**config.mk**
```make
export PLATFORM = sky130hd
export DESIGN_NAME = conv_stage
export DESIGN_NICKNAME = d
export VERILOG_FILES = /design/src/design/conv_pkg.sv /design/src/design/conv_partial_if.sv /design/src/design/conv_mac_array.sv /design/src/design/conv_result.sv /design/src/design/conv_stage.sv
export SDC_FILE = /design/constraint.sdc
export NUM_CORES = 2
export LEC_CHECK = 0
export ABC_AREA = 1
export BUFFER_PORTS_ARGS = -buffer_cell sky130_fd_sc_hd__buf_2
export CAP_MARGIN = 20
export CELL_PAD_IN_SITES_DETAIL_PLACEMENT = 0
export CELL_PAD_IN_SITES_GLOBAL_PLACEMENT = 2
export CORE_MARGIN = 1
export CORE_UTILIZATION = 35
export CTS_CLUSTER_SIZE = 25
export DETAILED_ROUTE_END_ITERATION = 8
export GPL_TIMING_DRIVEN = 0
export PLACE_DENSITY = 0.8
export SYNTH_ARGS = -nofsm -noshare
export SYNTH_HDL_FRONTEND = slang
export SYNTH_SLANG_ARGS = --single-unit
```
**constraint.sdc**
```tcl
create_clock -name clk -period 19.8 [get_ports clk]
set_input_delay 1.98 -clock clk [delete_from_list [all_inputs] [get_ports clk]]
set_output_delay 1.98 -clock clk [all_outputs]
set_load 0.005 [all_outputs]
```
**src/design/conv_pkg.sv**
```systemverilog
package conv_pkg;

  //////////////////////////////////////////////////
  // Sizes
  //////////////////////////////////////////////////

  // Activation/kernel window pairs per item
  localparam int CHANNELS = 4;
  localparam int TAPS = 25;

  localparam int PIXEL_W = 4;
  // 15 * 15 = 225
  localparam int PRODUCT_W = 8;
  // 25 * 225 = 5625
  localparam int PARTIAL_W = 13;
  // 4 * 5625 = 22500
  localparam int SUM_W = 15;

  // Adder tree leaves with the taps padded to a power of two
  localparam int TREE_LEAVES = 32;

  //////////////////////////////////////////////////
  // Types
  //////////////////////////////////////////////////

  typedef logic [PIXEL_W-1:0] pixel_t;

  // Tap 0 in the most significant nibble
  typedef pixel_t [0:TAPS-1] window_t;

  // Channel 0 in the most significant window
  typedef window_t [0:CHANNELS-1] channel_windows_t;

  typedef logic [PARTIAL_W-1:0] partial_t;
  typedef partial_t [0:CHANNELS-1] partials_t;

  typedef logic [SUM_W-1:0] sum_t;

endpackage

```
**src/design/conv_partial_if.sv**
```systemverilog
`timescale 1ns/10ps

interface conv_partial_if;

  //////////////////////////////////////////////////
  // Per-channel partial sums with valid/ready
  //////////////////////////////////////////////////

  logic valid;
  logic ready;

  // One partial sum per channel, channel 0 first
  conv_pkg::partials_t partials;

  // MAC array side
  modport source (
    output valid,
    output partials,
    input  ready
  );

  // Result stage side
  modport sink (
    input  valid,
    input  partials,
    output ready
  );

endinterface

```
**src/design/conv_mac_array.sv**
```systemverilog
`timescale 1ns/10ps

module conv_mac_array (
  input  logic                        clk,
  input  logic                        rst,

  // Input item handshake
  input  logic                        in_valid,
  output logic                        in_ready,
  input  conv_pkg::channel_windows_t  act,
  input  conv_pkg::channel_windows_t  kernel,

  // Partial sums towards the result stage
  conv_partial_if.source              part
);

  // Combinational partial sums of the item on the input
  conv_pkg::partials_t sums;

  // First pipeline register
  conv_pkg::partials_t partials_q;
  logic                valid_q;

  logic                accept;

  //////////////////////////////////////////////////
  // Multipliers and adder trees
  //////////////////////////////////////////////////

  for (genvar c = 0; c < conv_pkg::CHANNELS; c++) begin : g_chan

    // Heap layout with node 0 at the root
    conv_pkg::partial_t node [2*conv_pkg::TREE_LEAVES-1];

    for (genvar k = 0; k < conv_pkg::TREE_LEAVES; k++) begin : g_leaf
      if (k < conv_pkg::TAPS) begin : g_tap
        logic [conv_pkg::PRODUCT_W-1:0] prod;

        assign prod = act[c][k] * kernel[c][k];
        assign node[conv_pkg::TREE_LEAVES-1+k] = conv_pkg::partial_t'(prod);
      end else begin : g_pad
        // Unused leaves of the padded tree
        assign node[conv_pkg::TREE_LEAVES-1+k] = '0;
      end
    end

    // Each inner node adds its two children
    for (genvar n = 0; n < conv_pkg::TREE_LEAVES-1; n++) begin : g_node
      assign node[n] = node[2*n+1] + node[2*n+2];
    end

    assign sums[c] = node[0];
  end

  //////////////////////////////////////////////////
  // Handshake and pipeline register
  //////////////////////////////////////////////////

  // Free slot, or the held item leaves this cycle
  assign in_ready = part.ready | ~valid_q;
  assign accept   = in_valid & in_ready;

  always_ff @(posedge clk) begin
    if (rst) begin
      valid_q <= 1'b0;
    end else if (accept) begin
      valid_q <= 1'b1;
    end else if (part.ready) begin
      valid_q <= 1'b0;
    end
  end

  always_ff @(posedge clk) begin
    if (accept) begin
      partials_q <= sums;
    end
  end

  assign part.valid    = valid_q;
  assign part.partials = partials_q;

endmodule

```
**src/design/conv_result.sv**
```systemverilog
`timescale 1ns/10ps

module conv_result (
  input  logic                clk,
  input  logic                rst,

  // Partial sums from the MAC array
  conv_partial_if.sink        part,

  // Result handshake
  output logic                out_valid,
  input  logic                out_ready,
  output conv_pkg::sum_t      conv_sum
);

  // Cross-channel total, full width
  conv_pkg::sum_t total;

  logic           load;

  //////////////////////////////////////////////////
  // Channel adder
  //////////////////////////////////////////////////

  always_comb begin
    total = '0;
    for (int c = 0; c < conv_pkg::CHANNELS; c++) begin
      total = total + conv_pkg::sum_t'(part.partials[c]);
    end
  end

  //////////////////////////////////////////////////
  // Output register
  //////////////////////////////////////////////////

  // Result slot is free or drains this cycle
  assign part.ready = out_ready | ~out_valid;
  assign load       = part.valid & part.ready;

  always_ff @(posedge clk) begin
    if (rst) begin
      out_valid <= 1'b0;
    end else if (load) begin
      out_valid <= 1'b1;
    end else if (out_ready) begin
      out_valid <= 1'b0;
    end
  end

  // Held stable while stalled
  always_ff @(posedge clk) begin
    if (load) begin
      conv_sum <= total;
    end
  end

endmodule

```
**src/design/conv_stage.sv**
```systemverilog
`timescale 1ns/10ps

module conv_stage (
  input  logic                        clk,
  input  logic                        rst,

  // Input items
  input  logic                        in_valid,
  output logic                        in_ready,
  input  conv_pkg::channel_windows_t  act,
  input  conv_pkg::channel_windows_t  kernel,

  // Results
  output logic                        out_valid,
  input  logic                        out_ready,
  output conv_pkg::sum_t              conv_sum
);

  //////////////////////////////////////////////////
  // Array to result stage link
  //////////////////////////////////////////////////

  conv_partial_if part_if ();

  //////////////////////////////////////////////////
  // Pipeline
  //////////////////////////////////////////////////

  // Products and per-channel sums
  conv_mac_array conv_mac_array_i (
    .clk      (clk),
    .rst      (rst),
    .in_valid (in_valid),
    .in_ready (in_ready),
    .act      (act),
    .kernel   (kernel),
    .part     (part_if.source)
  );

  // Channel total and output handshake
  conv_result conv_result_i (
    .clk       (clk),
    .rst       (rst),
    .part      (part_if.sink),
    .out_valid (out_valid),
    .out_ready (out_ready),
    .conv_sum  (conv_sum)
  );

endmodule

```
==> out/qor_table.md <==
| Metric | This run | Unit |
|---|---|---|
| Result of the run | complete, no violations | - |
| Number of maximum-capacitance violations | 0 | - |
| Via count | 46.7k | - |
| Root buf cell | clkbuf_16 | - |
| Die Y | 429 | microns |
| CTS tree | done | - |
| Core Footprint | 0.181 | sq mm |
| Area occupied by multi-input gates | 0.0494 | sq mm |
| Total global routing track utilization | 0.203 | - |
| Library cell occupying the most area in the post-synthesis netlist | fa_1 | - |
| Antenna violations before repair | 65 | - |
| Max transition margin | 0.653 | - |
| Most numerous cell on the critical path | fa_1 | - |
| Resized cells post-CTS | 0 | - |
| Drt wl/cell | 16.3 | microns |
| RSZ-0062 raised after global routing | no | - |
| Clock sink count | 69 | - |
| Number of DRC markers in iteration 0 | 1,766 | - |
| Post-detailed-routing wire length | 179 | mm |
| Highest achievable clock rate | 106 | MHz |
| Global placer's final weighted congestion | 0.901 | - |
| Width of the die | 429 | microns |
| Total area of sequential cells | 0.00205 | sq mm |
| Wire length of the first global-routing pass | 290 | mm |
| Slew at the pin closest to its max-slew limit | 520 | ps |
| Crit end category | flop | - |
| Final clock period utilization by the worst path | 0.476 | - |
| Final HPWL DP | 174 | mm |
| Sequential element share of the synthesized area | 0.0322 | - |
| GRT overflow | 0 | - |
| Layout-stage area growth over the synthesis result | 11.8 | % |
| Summed negative setup slack over all endpoints | 0 | ps |
| Effective utilization at floorplan | 0.352 | - |
| Hold-fix buffers, CTS | 0 | - |
| CP Data Arrival Time | 9540 | ps |
| DRC violations left | 0 | - |
| Class of the most critical setup path | in -> reg | - |
| Synth Instances | 7,745 | - |
| Number of flip-flops and latches in the synthesized netlist | 69 | - |
| Later-pin clock latency in the skew report | 350 | ps |
| Commonest cells after routing, fill and taps aside | inv_1, nand2_1, fa_1 | - |
| Net count after synthesis | 10.9k | - |
| Port Buf Inserts | 820 | - |
| Total number of H-tree levels | 3 | - |
| Vias/cell | 4.26 | - |
| Area share of the leading cell type in the synthesized netlist | 0.483 | - |
| Cell types occupying the most area after synthesis | fa_1, inv_1, ha_1 | - |
| Number of placement rows | 156 | - |
| Synthesized area | 0.0637 | sq mm |
| Post-route minimum period | 9430 | ps |
| Fraction of final layout cells sized beyond drive strength 1 | 0.0986 | - |
| Pin count of the biggest net entering global routing | 30 | - |
| Vias in the first global route | 52.4k | - |
| Clock transition at the registers of the reported paths | 60 | ps |
| # nets final | 11.8k | - |
| Total setup violations reported at the end of the flow | 0 | - |
| Number of primary I/O pins | 821 | - |
| Area of the die | 0.184 | sq mm |
| Max incr delay on CP | 570 | ps |
| Setup Buffers After CTS | 0 | - |
| Number of optimization iterations in the first detailed-route pass | 5 | - |
| Commonest non-fill, non-tap cell in the layout | inv_1 | - |
| Max Fanout on Critical Path | 4 | - |
| Data required, critical path | 19,910 | ps |
| Hold Fails Final Rpt | 0 | - |
| Crit-path slowest cell | fa_1 | - |
| Number of buffers and inverters on the critical path | 7 | - |
| Library cells used by synthesis | 19 | - |
| Longest Clk Path Bufs | 2 | - |
| Syn avg cell area | 8.22 | sq um |
| Clock tree skew after final layout | 9.33 | ps |
| Dominant delay contributor by cell family on the critical path | adder cells | - |
| ANT nets after route | 0 | - |
| Total of warnings raised by yosys | 0 | - |
| Hold crit path type | reg -> reg | - |
| Startpoint class of the critical path | input port | - |
| Cell Chain, Critical Path | buf_2, nand2_1, inv_1, fa_1, fa_1, fa_1, inv_1, fa_1, inv_1, fa_1, fa_1, inv_1, fa_1, fa_1, inv_1, fa_1, fa_1, fa_1, ha_1, inv_1, fa_1, o21ai_2, xor2_1 | - |
| Worst Hold Margin | 494 | ps |
| Number of CTS-inserted buffers | 9 | - |
| Filler cell count in the final layout | 19.1k | - |
| Final-report max-slew violation count | 0 | - |
-- through the flow --
step / area, sq um / std cells / utilization / setup WS, ps
global route: 71100 / 11000 / 0.394 / 10070
global placement: 70700 / 10900 / 0.391 / 9950
finish: 71200 / 11000 / 0.394 / 10370
detailed placement: 70800 / 10900 / 0.392 / 9970
CTS: 71100 / 11000 / 0.393 / 10290
floorplan: 63700 / 7745 / - / 10790
-- logic make-up (layout without fill, tap and decap cells) --
kind of cell	count (synthesis)	count (layout)	share of synthesized area
compound gates	42	42	0.00385
xor+xnor	29	29	0.00399
fa+ha+maj	2389	2389	0.650
buf+inv	3261	4099	0.192
flops	69	69	0.0322
other cells	0	31	0
simple gates	1955	1955	0.117
-- cell usage after synthesis (all sizes together) --
cell    number
a21o         1
edfxtp      67
fa        1535
inv       3261
nand3       56
o21ai        4
ha         854
nand4       17
nand2     1849
dfxtp        2
xor2        18
nor2        31
a21oi       30
o21bai       7
nor3         2
xnor2       11
-- worst min-delay path, stage by stage, from the launching register on --
cell and delay, ps:
dfxtp_1 310, inv_1 80, a21oi_1 60
-- worst paths after layout --
| path | start | endpoint | slack (ps) | depth (start not counted) |
|---|---|---|---|---|
| setup / recovery | kernel[336] | conv_mac_array_i.part.partials[46] | 10370 | 23 |
| hold / removal | conv_mac_array_i.part.valid | conv_result_i.out_valid | 490 | 2 |
| setup reg to reg | conv_mac_array_i.part.partials[26] | conv_result_i.conv_sum[13] | 16390 | 17 |
| hold reg to reg | conv_mac_array_i.part.valid | conv_result_i.out_valid | 490 | 2 |
-- per-layer routing --
layer,vias to the layer above,GRT usage,part of all wire
li1,22700,-,-
met3,204,0.0109,0.024
met4,24,0.0492,0.027
met2,761,0.374,0.52
met1,23000,0.260,0.43
met5,-,0,0.00089
-- final cells by class --
type	count	area share
Antenna cell	31	0.00109
Timing Repair Buffer	822	0.0582
Inverter	3261	0.172
Clock inverter	5	0.00105
Clock buffer	11	0.00327
Multi-Input combinational cell	4415	0.694
Tap cell	2370	0.0417
Sequential cell	69	0.0288
-- sequential cells by signal, indices dropped and copies added, names as in the netlist --
name / cells
conv_result_i.conv_sum: 15
conv_mac_array_i.part.valid: 1
conv_mac_array_i.part.partials: 52
conv_result_i.out_valid: 1
Power is left out: the tool's default activity adds up to more than one toggle a clock period on the data nets, which glitch-free logic cannot reach.
